### src/logic/etx_pkg.sv
`default_nettype none

package etx_pkg;

   // Mesh transaction as it sits in a queue, MSB first
   typedef struct packed {
      logic        access;                 // Transaction valid marker
      logic        write;                  // 1 for write, 0 for read
      logic [1:0]  datamode;               // Transfer size code
      logic [3:0]  ctrlmode;               // Routing and special modes
      logic [31:0] dstaddr;                // Target address
      logic [31:0] data;                   // Write data or response data
      logic [31:0] srcaddr;                // Return address for reads
   } emesh_t;

   // Header beat, ctrl byte first on the line
   typedef struct packed {
      logic [3:0]  ctrlmode;               // Ctrl byte bits 7:4
      logic [1:0]  datamode;               // Ctrl byte bits 3:2
      logic        write;                  // Ctrl byte bit 1
      logic        pad;                    // Ctrl byte bit 0, always zero
      logic [23:0] rsvd;                   // Reserved, sent as zero
      logic [31:0] dstaddr;                // Destination address
   } beat_hdr_t;

   // Payload beat, second half of the packet
   typedef struct packed {
      logic [31:0] data;                   // Data word
      logic [31:0] srcaddr;                // Source address
   } beat_pay_t;

   // One 64-bit beat, read as header or payload depending on position
   typedef union packed {
      beat_hdr_t hdr;                      // First beat of a packet
      beat_pay_t pay;                      // Second beat of a packet
   } beat_u;

   // Frame words, frame stays high for both beats
   localparam logic [7:0] frame_hdr_c  = 8'hff; // With header beat
   localparam logic [7:0] frame_pay_c  = 8'hff; // With payload beat
   localparam logic [7:0] frame_idle_c = 8'h00; // Line idle

   // Queue sizing
   localparam int queue_depth_c = 16;      // Entries per queue, power of two
   localparam int prog_margin_c = 4;       // Free entries at which prog_full rises

endpackage

`default_nettype wire

### src/logic/etx_fifo.sv
`default_nettype none

module etx_fifo #(
   parameter int DEPTH = 16                // Must be a power of two
) (
   input  wire             clk,
   input  wire             arst_n,
   input  wire             wr_en,          // Write strobe
   input  etx_pkg::emesh_t wr_data,        // Word to store
   input  wire             rd_en,          // Pop strobe, only when not empty
   output etx_pkg::emesh_t rd_data,        // Head word, show-ahead
   output logic            empty,
   output logic            full,
   output logic            prog_full
);
   import etx_pkg::*;

   emesh_t                     mem [DEPTH]; // Storage, no reset
   logic [$clog2(DEPTH)-1:0]   wr_ptr;      // Next slot to write
   logic [$clog2(DEPTH)-1:0]   rd_ptr;      // Current head slot
   logic [$clog2(DEPTH):0]     count;       // Occupancy, 0 to DEPTH
   logic                       do_wr;
   logic                       do_rd;

   assign do_wr = wr_en && !full;          // Write while full is dropped
   assign do_rd = rd_en && !empty;

   // Pointers wrap on their own since DEPTH is a power of two
   always_ff @(posedge clk or negedge arst_n)
   begin
      if (!arst_n)
      begin
         wr_ptr <= '0;
         rd_ptr <= '0;
         count  <= '0;
      end
      else
      begin
         if (do_wr)
            wr_ptr <= wr_ptr + 1'b1;
         if (do_rd)
            rd_ptr <= rd_ptr + 1'b1;
         if (do_wr && !do_rd)
            count <= count + 1'b1;         // Grow
         else if (do_rd && !do_wr)
            count <= count - 1'b1;         // Shrink
      end
   end

   always_ff @(posedge clk)
   begin
      if (do_wr)
         mem[wr_ptr] <= wr_data;
   end

   assign rd_data   = mem[rd_ptr];         // Head visible right after the write edge
   assign empty     = (count == 0);
   assign full      = (count == DEPTH);
   assign prog_full = (count >= DEPTH - prog_margin_c); // Few free entries left

   // Arbiter must never pop an empty queue
   a_no_pop_empty: assert property (@(posedge clk) disable iff (!arst_n)
      rd_en |-> !empty);

   // Occupancy stays in range across any write and pop mix
   a_count_range: assert property (@(posedge clk) disable iff (!arst_n)
      count <= DEPTH);

endmodule

`default_nettype wire

### config.mk
export PLATFORM = sky130hd
export DESIGN_NAME = etx_fifo
export DESIGN_NICKNAME = d
export VERILOG_FILES = /design/src/logic/etx_pkg.sv /design/src/logic/etx_fifo.sv
export SDC_FILE = /design/constraint.sdc
export NUM_CORES = 2
export LEC_CHECK = 0
export BUFFER_PORTS_ARGS = -buffer_cell sky130_fd_sc_hd__buf_2
export CAP_MARGIN = 20
export CORE_MARGIN = 5
export CORE_UTILIZATION = 35
export CTS_BUF_LIST = sky130_fd_sc_hd__clkbuf_4
export CTS_CLUSTER_DIAMETER = 80
export DETAILED_ROUTE_END_ITERATION = 16
export HOLD_SLACK_MARGIN = 0.08
export PLACE_DENSITY = 0.56
export SYNTH_ARGS = -nofsm -noshare
export SYNTH_HDL_FRONTEND = slang
export SYNTH_SLANG_ARGS = --single-unit
### constraint.sdc
create_clock -name clk -period 15.55 [get_ports clk]
set_clock_uncertainty 0.1 [all_clocks]
set_input_delay 2.3325 -clock clk [delete_from_list [all_inputs] [get_ports clk]]
set_output_delay 2.3325 -clock clk [all_outputs]
set_load 0.1 [all_outputs]
Word level (Yosys, flattened, before mapping)
Memory sizes are Yosys's and may differ from the RTL's.
Cells that the tools add are included.
Storage, ports and cells
  memories: 1
  output and inout port bits: 107
  RAM bits: 1664
  register bits: 13
Memories
  mem: words 16, bits a word 104, read ports 1, clocked after memory_dff 0, write ports 1, line etx_fifo.sv:18  | emesh_t mem [DEPTH];
Cells by class
  magnitude comparators: 1
  reductions and logical operators: 10
  $add $sub $neg: 4
  eq/ne operators: 1
  mux-type cells: 4
Operators with widths (number)
  $mux W5: 2
  $add A4 B1 Y4 const B: 2
  $add A5 B1 Y5 const B: 1
  $eq A5 B5 Y1 const B: 1
  $ge A5 B4 Y1 const B: 1
  $logic_not A5 Y1: 1
  $sub A5 B1 Y5 const B: 1
  $logic_and A1 B1 Y1: 4
  $logic_not A1 Y1: 4
  $mux W1: 2
  $reduce_bool A2 Y1: 1

Depth between registers and ports, before layout
  depth after elaboration: 7
  depth in mapped cells: 11
  depth with buffers taken out: 11

Least setup slack after synthesis
No wires, ideal clock.
  path type: input -> register
  from: in wr_en
  to: mem mem[0][0] (netlist bit), enable pin
  setup time: 0.694 ns
  arrival time: 9.769 ns
  stages: 4
  data required time: 14.756 ns
  setup slack: 4.987 ns
  cell sequence: nor2b_1 buf_2 nand2_1 nor3_1
On the way
  longest elaborated chain between the ends: 3
Ends and longest elaborated chain
  start, declared: line etx_fifo.sv:8  | input wire wr_en,
  $logic_and A1 B1 Y1: line etx_fifo.sv:25  | assign do_wr = wr_en && !full;
  named net do_wr: line etx_fifo.sv:22  | logic do_wr;
  $mux W1: line etx_fifo.sv:52  | if (do_wr)
  $mux W1 (not written as such): line etx_fifo.sv:53  | mem[wr_ptr] <= wr_data;
  end, declared: line etx_fifo.sv:18
The timed path passes the listed nets, and every way through them passes these cells.

==> results.yml <==
clock_network:
  hold_buffers: 0
  clockBufferDepth: 4
  post-cts-setup-buffers: 0
  cts_tree: "yes"
  clock-sinks: 1677
  cts_root_buf: "clkbuf_4"
  cts-buffers-inserted: 434
  htree_levels: 5
  cts_resized: 0
  clock_latency_ns: 1.29
  clk_pin_slew_ns: 0.06
placement:
  portBuffers: 214
  hpwl_um: 79500
  place_congestion: 0.686
route:
  avgRoutedWirePerCell_um: 25.2
  vias: 33100
  first_pass_iters: 5
  routed_wl_um: 164000
  drtIter0Drc: 2305
  drc: 0
  postRouteAntennaNets: 0
  viasPerCell: 5.08
sta:
  finalHoldViolCount: 0
  rsz0062_at_grt: "no"
  tightest_slew_ns: 1.04
  whs_ns: 0.406
  max-slew-margin-rel_pct: 30.6
  setup_violations: 0
  clock.fmax_mhz: 119
  finalSetupTns_ns: 0
  min_period_ns: 8.43
  slew_viol_final: 0
  post-route-period-util_pct: 54.2
synth:
  yosysSeqAreaShare_pct: 77.5
  synth_adder_area_share_pct: 0.224
  syn_inst: 3187
  synth_top_cell_area_share_pct: 77.0
  syn_avg_cell_area_um2: 20.4
  synthFlopType: "edfxtp_1"
  synth_seq_cells: 1677
  synth_top_family_by_area: "multiplexers"
  synth-simple-area-share_pct: 0.935
  ys_top_cells_by_area: "edfxtp_1, mux4_2, mux2i_1, mux2_2, o21ai_0"
  synth_mux_area_share_pct: 13.8
  syn_area_mm2: 0.0649
  synth_commonest_cells: "edfxtp_1, mux2i_1, o21ai_0, mux4_2, nand2_1"
  yosysWarningCount: 0
  synth_xor_area_share_pct: 0.135
  synth-compound-area-share_pct: 5.53
  yosys.area.top_type: "edfxtp_1"
  ys_types: 33
  synth.most_common_cell: "edfxtp_1"
  synth_edf_count: 1664
  synthArstFlopShare_pct: 0.775
  synth_nets: 3306
grt:
  track_usage_pct: 16.8
  grt_max_degree: 136
  grt_pass1_wl_um: 237000
  grt_pass1_vias: 34700
  antenna_found_initial: 44
  grt.overflow.total: 0
critical_path:
  r2r_start: "count[0]"
  path_max_fanout: 118
  arrival_ns: 6.00
  path_class: "reg -> out"
  crit_required_ns: 13.12
  critPathLaunch: "rd_ptr[0]"
  worstSetupEndpointType: "output port"
  cp-start-kind: "flip-flop"
layout:
  n_fill_cell: 16900
  multi_input_area_mm2: 0.0135
  nNetsFinal: 3848
  final_layout_size_suffix_gt1_share_pct: 32.3
  regArea_mm2: 0.0503
  syn2layout_area_growth_pct: 13.7
die:
  design.core.area_mm2: 0.185
  die-area_mm2: 0.194
  start_util_pct: 35.1
  die_h_um: 441
  io_pins: 215
  die_w_um: 441
  rows: 158
outcome:
  outcome: "completed"
worst_hold_path:
  min_from: "count[4]"
  hp-class: "reg -> reg"
power:
  ir_worst_vdd_v: 0.000205
  p_per_area_mw_per_mm2: 208
  p_leak_nw: 24.5
run:
  drv_cap: 0
[per-layer routing]
layer  global-route usage [%]  wire length, µm  up-vias
met4                     6.24             4410       14
met1                     20.3            66100    17200
met5                        0               88        -
met2                     28.8            84000      978
li1                         -                -    14600
met3                     4.41             9510      293
[worst max-delay path: stages (launching register included)]
cell      delay [ns]
dfrtp_4         0.88
buf_4           0.68
buf_12          0.73
buf_4           0.88
mux2i_1         0.18
a221oi_1        0.38
o21ai_0         0.15
nand2_1         0.21
buf_2           0.46
[cell families after synthesis]
kind of cell	after synthesis
and+or+nand+nor	151
xor gates and xnor gates	10
AOI/OAI and AO/OA	527
muxes	625
adders and majority gates	11
DFF	1677
buffers and inverters	186
[final cells by class]
type,instances,area share (%)
tap,2480,4.20
clock inverter,112,0.702
timing repair buffer,284,2.31
inverter,8,0.0407
multi-input combinational,1324,18.4
sequential,1677,68.2
antenna,29,0.0983
clock buffer,602,6.12
[registers in the layout, summed over array words and instances (netlist names)]
| name | cells |
|---|---|
| mem | 1664 |
| wr_ptr | 4 |
| rd_ptr | 4 |
| count | 5 |
[stage by stage]
step | instance area, µm² | power (mW) | utilization [%] | setup slack [ns] | std cells
after detailed placement | 68700 | 12.1 | 37.1 | 8.19 | 5772
after global placement | 68600 | 12.0 | 37.1 | 8.18 | 5771
after CTS | 73700 | 15.6 | 39.8 | 6.67 | 6486
after floorplan | 64900 | 10.6 | - | 4.99 | 3187
final | 73800 | 15.3 | 39.9 | 7.12 | 6516
after global routing | 73800 | 16.1 | 39.9 | 6.57 | 6498
[worst paths after layout]
kind	to	slack [ns]	cells past startpoint
max	rd_data[32]	7.12	8
min	count[4]	0.41	1
max reg2reg	mem[13][55]	11.22	8
min reg2reg	count[4]	0.41	1
max in group asynchronous	rd_ptr[0]	14.25	1
min in group asynchronous	wr_ptr[0]	0.83	1
[cell usage in the layout, fill, tap and decap left out, drive strengths merged, types with 2 or more instances in the layout]
cell type  netlist  routed
nor2            16      16
nor3             4       4
nand2b           3       3
mux4           208     208
a21oi          106     106
inv              8      14
edfxtp        1664    1664
a22oi          104     104
clkbuf          73     602
buf            105     284
xnor2            9       9
a221oi         104     104
nand3            2       2
nor2b            3       3
bufinv           0       3
nand2          120     120
o21ai          212     212
mux2i          313     313
dfrtp           13      13
diode            0      29
mux2           104     104
clkinv           0     102
ha              10      10
[report_power, final]
group	internal [mW]	leakage, nW	total, mW	switching (mW)
sequential	5.44	15.2	5.63	0.193
combinational	1.59	6.34	6.20	4.62
clock	1.82	3.03	3.51	1.70
No activity file was read; power rests on OpenSTA's default activity.
