==> src/logic/etx_pkg.sv <==
`default_nettype none

package etx_pkg;

   // Mesh transaction as it sits in a queue, MSB first
   typedef struct packed {
      logic        access;                 // Transaction valid marker
      logic        write;                  // 1 for write, 0 for read
      logic [1:0]  datamode;               // Transfer size code
      logic [3:0]  ctrlmode;               // Routing and special modes
      logic [31:0] dstaddr;                // Target address
      logic [31:0] data;                   // Write data or response data
      logic [31:0] srcaddr;                // Return address for reads
   } emesh_t;

   // Header beat, ctrl byte first on the line
   typedef struct packed {
      logic [3:0]  ctrlmode;               // Ctrl byte bits 7:4
      logic [1:0]  datamode;               // Ctrl byte bits 3:2
      logic        write;                  // Ctrl byte bit 1
      logic        pad;                    // Ctrl byte bit 0, always zero
      logic [23:0] rsvd;                   // Reserved, sent as zero
      logic [31:0] dstaddr;                // Destination address
   } beat_hdr_t;

   // Payload beat, second half of the packet
   typedef struct packed {
      logic [31:0] data;                   // Data word
      logic [31:0] srcaddr;                // Source address
   } beat_pay_t;

   // One 64-bit beat, read as header or payload depending on position
   typedef union packed {
      beat_hdr_t hdr;                      // First beat of a packet
      beat_pay_t pay;                      // Second beat of a packet
   } beat_u;

   // Frame words, frame stays high for both beats
   localparam logic [7:0] frame_hdr_c  = 8'hff; // With header beat
   localparam logic [7:0] frame_pay_c  = 8'hff; // With payload beat
   localparam logic [7:0] frame_idle_c = 8'h00; // Line idle

   // Queue sizing
   localparam int queue_depth_c = 16;      // Entries per queue, power of two
   localparam int prog_margin_c = 4;       // Free entries at which prog_full rises

endpackage

`default_nettype wire

==> src/logic/etx_protocol.sv <==
`default_nettype none

module etx_protocol (
   input  wire             tx_lclk_par,
   input  wire             arst_n,
   input  wire             tx_access,      // Arbiter has a transaction
   input  etx_pkg::emesh_t tx_trans,       // Transaction to send
   output logic            tx_ack,         // One-cycle accept pulse
   output logic [7:0]      frame_par,      // Frame word per beat
   output etx_pkg::beat_u  data_par        // Packet beat
);
   import etx_pkg::*;

   logic  ack_q;                           // Header phase, doubles as ack
   logic  pay_q;                           // Payload phase
   beat_u hdr_beat;                        // Header view of tx_trans
   beat_u pay_beat;                        // Payload view of tx_trans
   beat_u pay_hold;                        // Payload kept for the second beat

   always_comb
   begin
      hdr_beat              = '0;          // Pad and reserved bits stay zero
      hdr_beat.hdr.ctrlmode = tx_trans.ctrlmode;
      hdr_beat.hdr.datamode = tx_trans.datamode;
      hdr_beat.hdr.write    = tx_trans.write;
      hdr_beat.hdr.dstaddr  = tx_trans.dstaddr;
   end

   always_comb
   begin
      pay_beat.pay.data    = tx_trans.data;
      pay_beat.pay.srcaddr = tx_trans.srcaddr;
   end

   always_ff @(posedge tx_lclk_par or negedge arst_n)
   begin
      if (!arst_n)
      begin
         ack_q     <= 1'b0;
         pay_q     <= 1'b0;
         frame_par <= frame_idle_c;
         data_par  <= '0;
      end
      else
      begin
         ack_q <= tx_access && !ack_q && !pay_q; // Accept only when idle
         pay_q <= ack_q;
         if (ack_q)
         begin
            frame_par <= frame_hdr_c;      // First beat
            data_par  <= hdr_beat;
         end
         else if (pay_q)
         begin
            frame_par <= frame_pay_c;      // Second beat
            data_par  <= pay_hold;
         end
         else
         begin
            frame_par <= frame_idle_c;     // Nothing on the line
            data_par  <= '0;
         end
      end
   end

   // Arbiter releases the word at this edge, keep the payload half
   always_ff @(posedge tx_lclk_par)
   begin
      if (ack_q)
         pay_hold <= pay_beat;
   end

   assign tx_ack = ack_q;

   // Ack is a single pulse, never back to back
   a_ack_pulse: assert property (@(posedge tx_lclk_par) disable iff (!arst_n)
      tx_ack |=> !tx_ack);

   // Ack only while the arbiter still presents a transaction
   a_ack_access: assert property (@(posedge tx_lclk_par) disable iff (!arst_n)
      tx_ack |-> tx_access);

endmodule

`default_nettype wire

==> config.mk <==
export PLATFORM = sky130hd
export DESIGN_NAME = etx_protocol
export DESIGN_NICKNAME = d
export VERILOG_FILES = /design/src/logic/etx_pkg.sv /design/src/logic/etx_protocol.sv
export SDC_FILE = /design/constraint.sdc
export NUM_CORES = 1
export LEC_CHECK = 0
export ABC_AREA = 1
export BUFFER_PORTS_ARGS = -buffer_cell sky130_fd_sc_hd__buf_2
export CAP_MARGIN = 20
export CORE_ASPECT_RATIO = 1.25
export CORE_MARGIN = 4
export CORE_UTILIZATION = 51
export CTS_CLUSTER_SIZE = 30
export DETAILED_ROUTE_END_ITERATION = 6
export HOLD_SLACK_MARGIN = 0.1
export PLACE_DENSITY_LB_ADDON = 0.05
export SYNTH_ARGS = -nofsm -noshare
export SYNTH_HDL_FRONTEND = slang
export SYNTH_SLANG_ARGS = --single-unit
==> constraint.sdc <==
create_clock -name tx_lclk_par -period 6.18 [get_ports tx_lclk_par]
set_input_delay 0.927 -clock tx_lclk_par [delete_from_list [all_inputs] [get_ports tx_lclk_par]]
set_output_delay 0.927 -clock tx_lclk_par [all_outputs]
set_load 0.005 [all_outputs]
# [Word-level counts from Yosys, hierarchy flattened]
# Index checks and enable logic that the tools add are counted.
[word_totals] regBits=138 latchBits=0 ram_bits=0 romBits=0 in_bits=107 out_inout_bits=73 word_cells=13 memories=0
[op_classes] addsub=0 multipliers=0 div_mod_pow=0 order_cmp=0 n_eq_ne=0 n_shift=0 muxes=4 bitwise=0 n_reduce_logical=4
[ops] operator="$mux 64" n=2
[ops] operator="$mux 8" n=2
[ops] operator="$logic_and 1x1->1" n=2
[ops] operator="$logic_not 1->1" n=2

# [Logic depth before layout (Yosys ltp)]
# Gate-level depths: netlist of the first run.
[depth] ltp_word=3 mapped_depth=4 depth_no_buf=3

# [Worst setup path after synthesis of the first run]
# No wires, ideal clock.
[synth_path] kind="flip-flop to output port" startpoint="reg ack_q, in the netlist tx_ack" endpoint="out tx_ack" arrival_time_ns=1.684 required_ns=5.253 setup_slack_ns=3.569 stages_incl_launch_ff=1 n_path_buf=0 cell_sequence="dfrtp_1"
[synth_lines] element="from (decl)" line_no="etx_protocol.sv:14" text="logic ack_q;"
[synth_lines] element="from (signal assigned)" line_no="etx_protocol.sv:46" text="ack_q <= tx_access && !ack_q && !pay_q;"
[synth_lines] element="to (decl)" line_no="etx_protocol.sv:8" text="output logic tx_ack,"
# No word-level cell between the ends.

# [Final worst setup path of the first run]
[layout_path] startpoint="reg ack_q, in the netlist tx_ack" endpoint="reg data_par[3] in the netlist's numbering"
[layout_via] elab_chain_len=1
[layout_lines] element="$mux 64" line_no="etx_protocol.sv:48" text="if (ack_q)"
[layout_lines] element="to (signal assigned)" line_no="etx_protocol.sv:51" text="data_par <= hdr_beat;"
[layout_lines] element="to (signal assigned)" line_no="etx_protocol.sv:56" text="data_par <= pay_hold;"
[layout_lines] element="to (decl)" line_no="etx_protocol.sv:10" text="output etx_pkg::beat_u data_par"
# Every way passes these cells.
# A chain may end at the register's enable or synchronous reset.

==> impl_results.md, run 1 <==
* Outcome: finished, final reports clean
* WP depth at 4
* Buf/Inv on CP at 2
* GRT overflow at 0
* Yosys cell types at 11
* Number of max-cap violations at 0
* Worst vdd ir at 0.000212 V
* CP Max Fanout at 89
* Max incr delay on CP at 0.82 ns
* Yosys warning total at 0
* Met2 usage at 27.6%
* Antenna Cells at 0
* Post-CTS resize count at 0
* Synth Instances at 327
* Post-route ant nets at 0
* Most frequent cells in the layout: buf_2 (178), nand2_1 (104), dfrtp_1 (65), edfxtp_1 (64), nand3_1 (39)
* Setup TNS at 0 ns
* Syn nets at 434
* DRT Wirelength at 8.91 mm
* Fmax at 392 MHz
* Sequential area share after synthesis at 80.8%
* First-pass GRT wire length at 13.8 mm
* Period utilization at 41.2%
* Most Used Layer, Global Route: met2
* P_leak at 3.01 nW
* Die X at 91.6 µm
* Cts bufs inserted at 17
* Die height at 112 µm
* Share of cells above drive strength 1 at 41.2%
* R2R depth at 4
* Bufs on Longest Clock Path at 2
* Drt pass-1 iters at 5
* Worst-Margin Slew at 0.944 ns
* Final core utilization at 71.2%
* RSZ-0062 raised after global routing: no
* PwrDens at 363 mW/mm²
* HPWL Detailed at 5.63 mm
* Hold depth at 2
* Initial detailed-routing violation count at 154
* Met1 Usage GRT at 21.1%
* Final count of hold timing violations at 0
* IO Count at 180
* Commonest non-fill, non-tap cell in the layout: buf_2
* Initial antenna violation count at 0
* Worst Hold Class: reg2reg
* Nets at 609
* Final setup vio count at 0
* Post-CTS Hold Buffers at 0
* Sink Count at 131
* Clock Skew at 0.00876 ns
* Post-Syn Area per Cell at 13.6 µm²
* Synth top area cells: edfxtp_1 (43%), dfrtp_1 (38%), nand2_1 (8.8%), nand3_1 (4.4%), buf_4 (2.7%)
* Fill cells at 606
* CP Launch Type: flop
* CTS tree: done
* Crit path DAT at 2.94 ns
* Via density at 4.55
* Port bufs at 178
* Vias in the first global route at 2,853
* Clock Latency Late Sink at 0.51 ns
* Reg-to-reg slack, setup at 3.63 ns
* Core area at 0.00838 mm²
* Slew margin rel. at 37.1%
* DR WL/cell at 14.1 µm
* Slew Viols, Final at 0
* Gr usage total at 18.0%
* Postcts setup bufs at 0
* Rows at 37
* #FFs+latches synth at 131
* Crit-path cells: buf_4 -> inv_2 -> nand3_1 -> nand2_1
* CP top delay family: buffers and inverters
* CP endpoint kind: flop
* Area Overhead vs Synth at 33.9%
* Vias at 2,876
* CTS root buffer: clkbuf_8
* Synth top area share at 43.1%
* Mapped cell area at 0.00445 mm²
* Residual DRC count at 0
* Yosys top cell by area: edfxtp_1
* Reg clk slew, reported paths at 0.06 ns
* H-tree depth at 4
* Die area at 0.0103 mm²
* Initial Utilization at 53.2%
* Min Tclk post-route at 2.55 ns
* Final GP Congestion at 0.717
* Critical path class: reg2reg
* Largest net degree at the start of global routing at 90
* WP data required at 6.57 ns
* CP max stage cell: buf_4
* GR Layer Usage met3 at 8.31%
## worst paths after layout
| path | start | endpoint |
|---|---|---|
| max | tx_ack | data_par[3] |
| min | pay_hold[56] | data_par[56] |
| max reg2reg | tx_ack | data_par[3] |
| min reg2reg | pay_hold[56] | data_par[56] |
| max in group asynchronous | arst_n | tx_ack |
| min in group asynchronous | arst_n | data_par[46] |
## where the power goes
group	internal, mW	switching [mW]	total, mW
Sequential	0.993	0.0295	1.02
Clock	0.648	0.331	0.980
Combinational	0.0729	0.0924	0.165
Total	1.71	0.453	2.17
## worst register-to-register path, cell delays in order (launching register included)
cell	delay [ns]
dfrtp_4	0.72
buf_4	0.83
inv_2	0.60
nand3_1	0.20
nand2_1	0.08
## Yosys cell counts (all sizes together)
cell type and n:
nand3 39, inv 1, nand2 104, or2 1, clkbuf 1, nor2 26
edfxtp 64, dfrtp 67, buf 24
## kinds of logic (layout without fill, tap and decap cells)
logic type,after synthesis,count (layout),share of synthesized area (%)
buf+inv,26,214,3.74
flops,131,131,80.8
simple gates,170,170,15.5
## metal layers
metal,wire length (µm),up-vias
met5,0,-
met4,276,0
met3,844,24
met2,4330,137
met1,3470,1292
li1,-,1423
## flip-flops by register name, indices dropped and copies added (netlist names)
signal,count
data_par,64
frame_par,1
pay_hold,64
pay_q,1
tx_ack,1
## layout make-up
type	count	area, µm²	share of cell area (%)
Clock inverter	4	70.1	1.17
Sequential cell	131	3600	60.4
Tap cell	117	146	2.45
Multi-Input combinational cell	170	689	11.6
Inverter	1	3.75	0.0629
Timing Repair Buffer	181	926	15.5
Clock buffer	28	526	8.81
## through the flow
stage                     hold WS [ns]  cell area, µm²  std cells  setup WS [ns]  power (mW)
final                            0.466            5960        632           3.63        2.17
after global routing             0.484            5960        632           3.35        2.26
after CTS                        0.468            5940        631           3.58        2.19
after detailed placement         0.459            5350        599           3.59        1.21
after global placement           0.451            5350        599           3.66        1.20
after floorplan                  0.445            4450        327           3.57        1.12
Note: power is estimated with default switching activity, not from simulation.
==> run 2, diff against run 1 <==
ABC_AREA = 0   (was 1)
CORE_UTILIZATION = 47   (was 51)
clock period = 2.65 ns   (was 6.18 ns; I/O delays follow)
==> run 2 against run 1 <==
Sequential power grew 130%. Clock-buffer cell count stayed put. Flip-flop and latch count is the same.
==> impl_results.md, run 2 <==
* Outcome: finished, final reports clean
* Postcts setup bufs at 0 (unchanged)
* Most frequent cells in the layout: buf_2 (178), dlygate4sd3_1 (96), dfrtp_1 (66), edfxtp_1 (64), a22o_1 (38)
* Final setup vio count at 0 (unchanged)
* Port bufs at 178 (unchanged)
* Vias at 2,890 (+0.49%)
* Die height at 115 µm (+2.0%)
* Worst setup path end: tx_ack
* DR WL/cell at 15.8 µm (+12%)
* Max incr delay on CP at 0.65 ns (-0.17 ns)
* Initial Utilization at 48.7% (-4.4 points)
* Initial detailed-routing violation count at 108 (-30%)
* Drt pass-1 iters at 4 (-1)
* R2R depth at 3 (-1)
* Mapped cell area at 0.00429 mm² (-3.7%)
* Worst-Margin Slew at 0.687 ns (-0.256 ns)
* Final count of hold timing violations at 0 (unchanged)
* Sink Count at 131 (unchanged)
* Yosys warning total at 0 (unchanged)
* WP data required at 2.25 ns (-4.32 ns)
* Yosys cell types at 14 (+3)
* Area Overhead vs Synth at 57.3%
* Period utilization at 66.1%
* DRT Wirelength at 9.97 mm (+12%)
* Crit path DAT at 1.35 ns (-1.59 ns)
* Worst vdd ir at 0.000511 V (+140%)
* CTS tree: done
* WP depth at 1 (-3)
* Post-route ant nets at 0 (unchanged)
* PwrDens at 741 mW/mm² (+100%)
* Post-Syn Area per Cell at 19.5 µm² (+43%)
* Commonest non-fill, non-tap cell in the layout: buf_2
* #FFs+latches synth at 131 (unchanged)
* Post-CTS Hold Buffers at 95 (+95)
* H-tree depth at 4 (unchanged)
* Rows at 38 (+2.7%)
* Min Tclk post-route at 1.75 ns
* P_leak at 3.19 nW (+6.0%)
* CP top delay family: flip-flops
* Nets at 604 (-0.82%)
* Worst Hold Class: in2reg
* Die area at 0.0107 mm² (+4.1%)
* Synth cell count leaders: dfrtp_1 (67), edfxtp_1 (64), a22o_1 (38)
* IO Count at 180 (unchanged)
* RR Endpoint: data_par[4]
* Final core utilization at 76.7% (+5.5 points)
* R2R Path Start: tx_ack
* Buf/Inv on CP at 1 (-1)
* Vias in the first global route at 3,184 (+12%)
* Final hold slack at 0.126 ns (-0.340 ns)
* Fmax at 571 MHz
* Syn nets at 327 (-25%)
* Async SR Flop Fraction at 51.1% (unchanged)
* Number of max-cap violations at 0 (unchanged)
* Worst setup path start: tx_ack
* Crit-path cells: buf_2
* Slew Viols, Final at 0 (unchanged)
* Sequential area share after synthesis at 83.9% (+3.1 points)
* Largest net degree at the start of global routing at 81 (-10%)
* Final GP Congestion at 0.742 (+3.6%)
* Gr usage total at 19.6% (+1.6 points)
* CTS root buffer: clkbuf_8
* Residual DRC count at 0 (unchanged)
* Initial antenna violation count at 0 (unchanged)
* Synth top area cells: edfxtp_1 (45%), dfrtp_1 (39%), a22o_1 (7.8%), and2_1 (3.6%), buf_6 (2.1%)
* Bufs on Longest Clock Path at 2 (unchanged)
* Reg-to-reg slack, setup at 1.01 ns (-2.62 ns)
* Top-count cell post-synth: dfrtp_1
* Cts bufs inserted at 17 (unchanged)
* CP Launch Type: flop
* First-pass GRT wire length at 15.3 mm (+11%)
* HPWL Detailed at 5.93 mm (+5.4%)
* CP Max Fanout at 29 (-67%)
* Die X at 93.4 µm (+2.0%)
* Core area at 0.00880 mm² (+5.0%)
* Via density at 4.58 (+0.65%)
* Setup TNS at 0 ns (unchanged)
* Clock Latency Late Sink at 0.51 ns (about the same)
* Share of cells above drive strength 1 at 41.0% (-0.18 points)
* Fill cells at 524 (-14%)
* CP max stage cell: dfrtp_4
* Reg clk slew, reported paths at 0.06 ns (about the same)
* Synth Instances at 220 (-33%)
* Slew margin rel. at 54.2% (+17 points)
* Number of synthesized flops with an enable pin at 64 (unchanged)
* Yosys top cell by area: edfxtp_1
* Critical path class: reg2out
* Top Registers: data_par (64), pay_hold (64)
* GRT overflow at 0 (unchanged)
* RSZ-0062 raised after global routing: no
* Main synth FF type: dfrtp_1
* Clock Skew at 0.00424 ns (-0.00452 ns)
* Synth top area share at 44.8% (+1.7 points)
* CP endpoint kind: output pin
* Post-CTS resize count at 0 (unchanged)
run 2: how the worst min path moves through the flow:
stage / startpoint / endpoint / slack (ns) / cells after the start
floorplan: arst_n / data_par[0] / 0.10 / 0
global route: tx_trans[100] / data_par[58] / 0.10 / 2
global placement: pay_hold[38] / data_par[38] / 0.43 / 1
detailed placement: pay_hold[40] / data_par[40] / 0.43 / 1
finish: tx_trans[72] / data_par[8] / 0.13 / 2
CTS: tx_trans[65] / data_par[1] / 0.10 / 2
run 2: layer usage:
metal	GRT usage [%]	vias to the layer above	wire [µm]
met1	20.1	1399	3580
li1	-	1354	-
met2	33.8	121	5390
met4	9.68	0	211
met3	8.90	16	791
met5	0	-	0
run 2: cell families after synthesis:
group	after synthesis	share of synthesized area, %
and+or+nand+nor	30	4.38
DFF	131	83.9
AOI/OAI and AO/OA	39	7.88
buffers and inverters	20	3.82
run 2: stage by stage:
| stage | cells | power, mW | worst slack, ns | area (µm²) |
|---|---|---|---|---|
| floorplan | 220 | 2.59 | 0.162 | 4290 |
| global placement | 502 | 2.79 | 1.05 | 5230 |
| detailed placement | 502 | 2.81 | 1.03 | 5230 |
| CTS | 629 | 5.05 | 0.869 | 6730 |
| global route | 630 | 5.23 | 0.824 | 6740 |
| finish | 631 | 5.00 | 0.899 | 6750 |
run 2: cell type report:
class | instances | area (µm²) | share of cell area (%)
antenna | 1 | 2.50 | 0.0371
sequential | 131 | 3600 | 53.4
tap | 120 | 150 | 2.23
inverter | 1 | 3.75 | 0.0556
timing repair buffer | 277 | 1910 | 28.3
multi-input combinational | 69 | 526 | 7.79
clock inverter | 4 | 45.0 | 0.668
clock buffer | 28 | 505 | 7.49
run 2: power breakdown:
| part | switching, mW | internal [mW] | leakage, nW |
|---|---|---|---|
| logic | 0.215 | 0.289 | 1.43 |
| clock network | 0.758 | 1.36 | 0.273 |
| registers | 0.0555 | 2.32 | 1.49 |
==> run 3, diff against run 2 <==
CORE_UTILIZATION = 42   (was 47)
clock period = 1.6 ns   (was 2.65 ns; I/O delays follow)
==> run 3 against run 2 <==
Global-route usage down 2.3 points. Flip-flop and latch count unchanged. Clock-buffer cell count down 9. Sequential power up 65%. Via count up 0.28%.
==> impl_results.md, run 3 (synthesis gave the netlist of run 2 again) <==
* Final setup vio count at 0 (unchanged)
* R2R depth at 3 (unchanged)
* Combinational Power Share at 10.6% (+0.5 points)
* Sink Count at 131 (unchanged)
* R2R Path Start: tx_ack
* Die X at 98.4 µm (+5.3%)
* Port bufs at 178 (unchanged)
* Clock Skew at 0.00610 ns (+0.00186 ns)
* Period utilization at 95.8%
* RSZ-0062 raised after global routing: no
* First-pass GRT wire length at 15.6 mm (+1.6%)
* PwrDens at 1230 mW/mm² (+66%)
* RR Endpoint: data_par[25]
* Cts bufs inserted at 17 (unchanged)
* WP data required at 1.36 ns (-0.89 ns)
* Vias in the first global route at 3,107 (-2.4%)
* Initial Utilization at 42.6% (-6.1 points)
* Final count of hold timing violations at 0 (unchanged)
* Residual DRC count at 0 (unchanged)
* Worst vdd ir at 0.000771 V (+51%)
* Nets at 616 (+2.0%)
* IO Count at 180 (unchanged)
* Max incr delay on CP at 0.55 ns (-0.10 ns)
* Antenna Cells at 0 (-1)
* H-tree depth at 4 (unchanged)
* CP Launch Type: flop
* Share of cells above drive strength 1 at 41.6% (+0.59 points)
* Clock Latency Late Sink at 0.41 ns (-0.10 ns)
* Fmax at 653 MHz
* Setup TNS at 0 ns (unchanged)
* Die area at 0.0119 mm² (+11%)
* Reg clk slew, reported paths at 0.06 ns (about the same)
* Final hold slack at 0.378 ns (+0.252 ns)
* Bufs on Longest Clock Path at 2 (unchanged)
* CP Max Fanout at 24 (-17%)
* Highest routed layer: met4
* Initial detailed-routing violation count at 72 (-33%)
* Number of max-cap violations at 0 (unchanged)
* Drt pass-1 iters at 4 (unchanged)
* Reg power frac at 46.0% (-1.5 points)
* Area of the multi-input gates at 526 µm² (unchanged)
* P_leak at 3.25 nW (+1.8%)
* Internal power at 6.68 mW (+68%)
* NetSw at 1.83 mW (+78%)
* CP max stage cell: dfrtp_4
* Reg-to-reg slack, setup at 0.37 ns (-0.64 ns)
* Commonest non-fill, non-tap cell in the layout: buf_2
* Crit path DAT at 1.29 ns (-0.06 ns)
* Final core utilization at 69.0% (-7.7 points)
* Min Tclk post-route at 1.53 ns
* Slew Viols, Final at 0 (unchanged)
* WL met3 at 849 µm (+7.3%)
* Gr usage total at 17.3% (-2.3 points)
* DR WL/cell at 15.3 µm (-3.1%)
* Rows at 41 (+7.9%)
* DRT Wirelength at 9.97 mm (about the same)
* CP endpoint kind: output pin
* Crit-path cells: buf_16 -> buf_2
* Final GP Congestion at 0.754 (+1.5%)
* Largest net degree at the start of global routing at 68 (-16%)
* Slew margin rel. at 75.7% (+22 points)
* Sw Ratio at 21.5% (+0.98 points)
* Area Overhead vs Synth at 61.7%
* CTS tree: done
* HPWL Detailed at 5.75 mm (-3.0%)
* Fill cells at 717 (+37%)
* Most frequent cells in the layout: buf_2 (178), dlygate4sd3_1 (105), dfrtp_1 (66), edfxtp_1 (64), a22o_1 (38)
* Post-route ant nets at 0 (unchanged)
* Initial antenna violation count at 0 (unchanged)
* Via density at 4.45 (-2.8%)
* Top Registers: data_par (64), pay_hold (64)
* Core area at 0.0101 mm² (+14%)
* GRT overflow at 0 (unchanged)
* Outcome: finished, final reports clean
* CTS root buffer: clkbuf_16
* Die height at 121 µm (+5.4%)
* Vias at 2,898 (+0.28%)
* Critical path class: reg2out
* Worst-Margin Slew at 0.365 ns (-0.323 ns)
* M1 WL at 3.69 mm (+3.1%)
* FF+latch area at 0.00360 mm² (unchanged)
* Met2 wire len at 5.24 mm (-2.8%)
* Worst Hold Class: in2async
* Clock network fraction of total power at 43.4% (+1.0 points)
## run 3: cell types whose count changed in the layout (fill, tap and decap cells not counted)
cell / delta
clkinvlp_4: +7
buf_16: +1
bufinv_16: +1
clkbuf_1: -5
clkinv_4: +1
diode_2: -1
clkbuf_16: +2
clkbuf_8: -5
buf_4: +1
dlygate4sd3_1: +9
## run 3: worst max-delay path, delay by kind of cell (launching register included)
kind / cells / cell delay, ns
buf+inv: 2 / 0.32
flops: 1 / 0.55
## run 3: what timing repair did
item | 4_1_cts | 5_1_grt
hold buffers | 105 | 0
endpoints found under the hold margin | 171 | 0
setup buffers | 0 | 0
endpoints found under the setup margin | 0 | 1
resized for setup | 0 | 1
## run 3: worst max-delay path by stage
stage	startpoint	end	slack, ns	cells after the start
global route	tx_ack	tx_ack	0.02	2
detailed placement	tx_ack	data_par[1]	0.42	3
finish	tx_ack	tx_ack	0.07	2
CTS	tx_ack	tx_ack	0.03	2
floorplan	tx_ack	data_par[10]	-0.01	5
global placement	tx_ack	data_par[1]	0.43	3
## run 3: cell type report
| cell class | instances | share of cell area (%) |
|---|---|---|
| tap | 129 | 2.33 |
| multi-input combinational | 69 | 7.58 |
| inverter | 1 | 0.0541 |
| sequential | 131 | 51.9 |
| clock inverter | 13 | 1.97 |
| clock buffer | 19 | 6.39 |
| timing repair buffer | 289 | 29.7 |
## run 3: per-stage QoR
stage                     setup slack (ns)  power [mW]  instances  area (µm²)
after global routing                0.0220        8.86        651        6930
final                               0.0677        8.51        651        6930
after global placement               0.435        4.64        513        5270
after detailed placement             0.420        4.66        513        5270
after floorplan                   -0.00967        4.29        220        4290
after CTS                           0.0265        8.60        650        6900
## run 3: metal layers
layer / GRT usage (%) / vias to the layer above
li1: - / 1378
met1: 19.3 / 1363
met2: 28.7 / 139
met3: 7.42 / 18
met4: 7.69 / 0
met5: 0 / -
## run 3: power groups by stage
stage / sequential (mW) / clock (mW) / combinational [mW]
6_report: 3.91 / 3.70 / 0.901
5_1_grt: 3.94 / 3.93 / 0.991
4_1_cts: 3.91 / 3.79 / 0.893
3_5_place_dp: 3.97 / 0 / 0.688
3_3_place_gp: 3.96 / 0 / 0.682
2_1_floorplan: 4.03 / 0 / 0.261
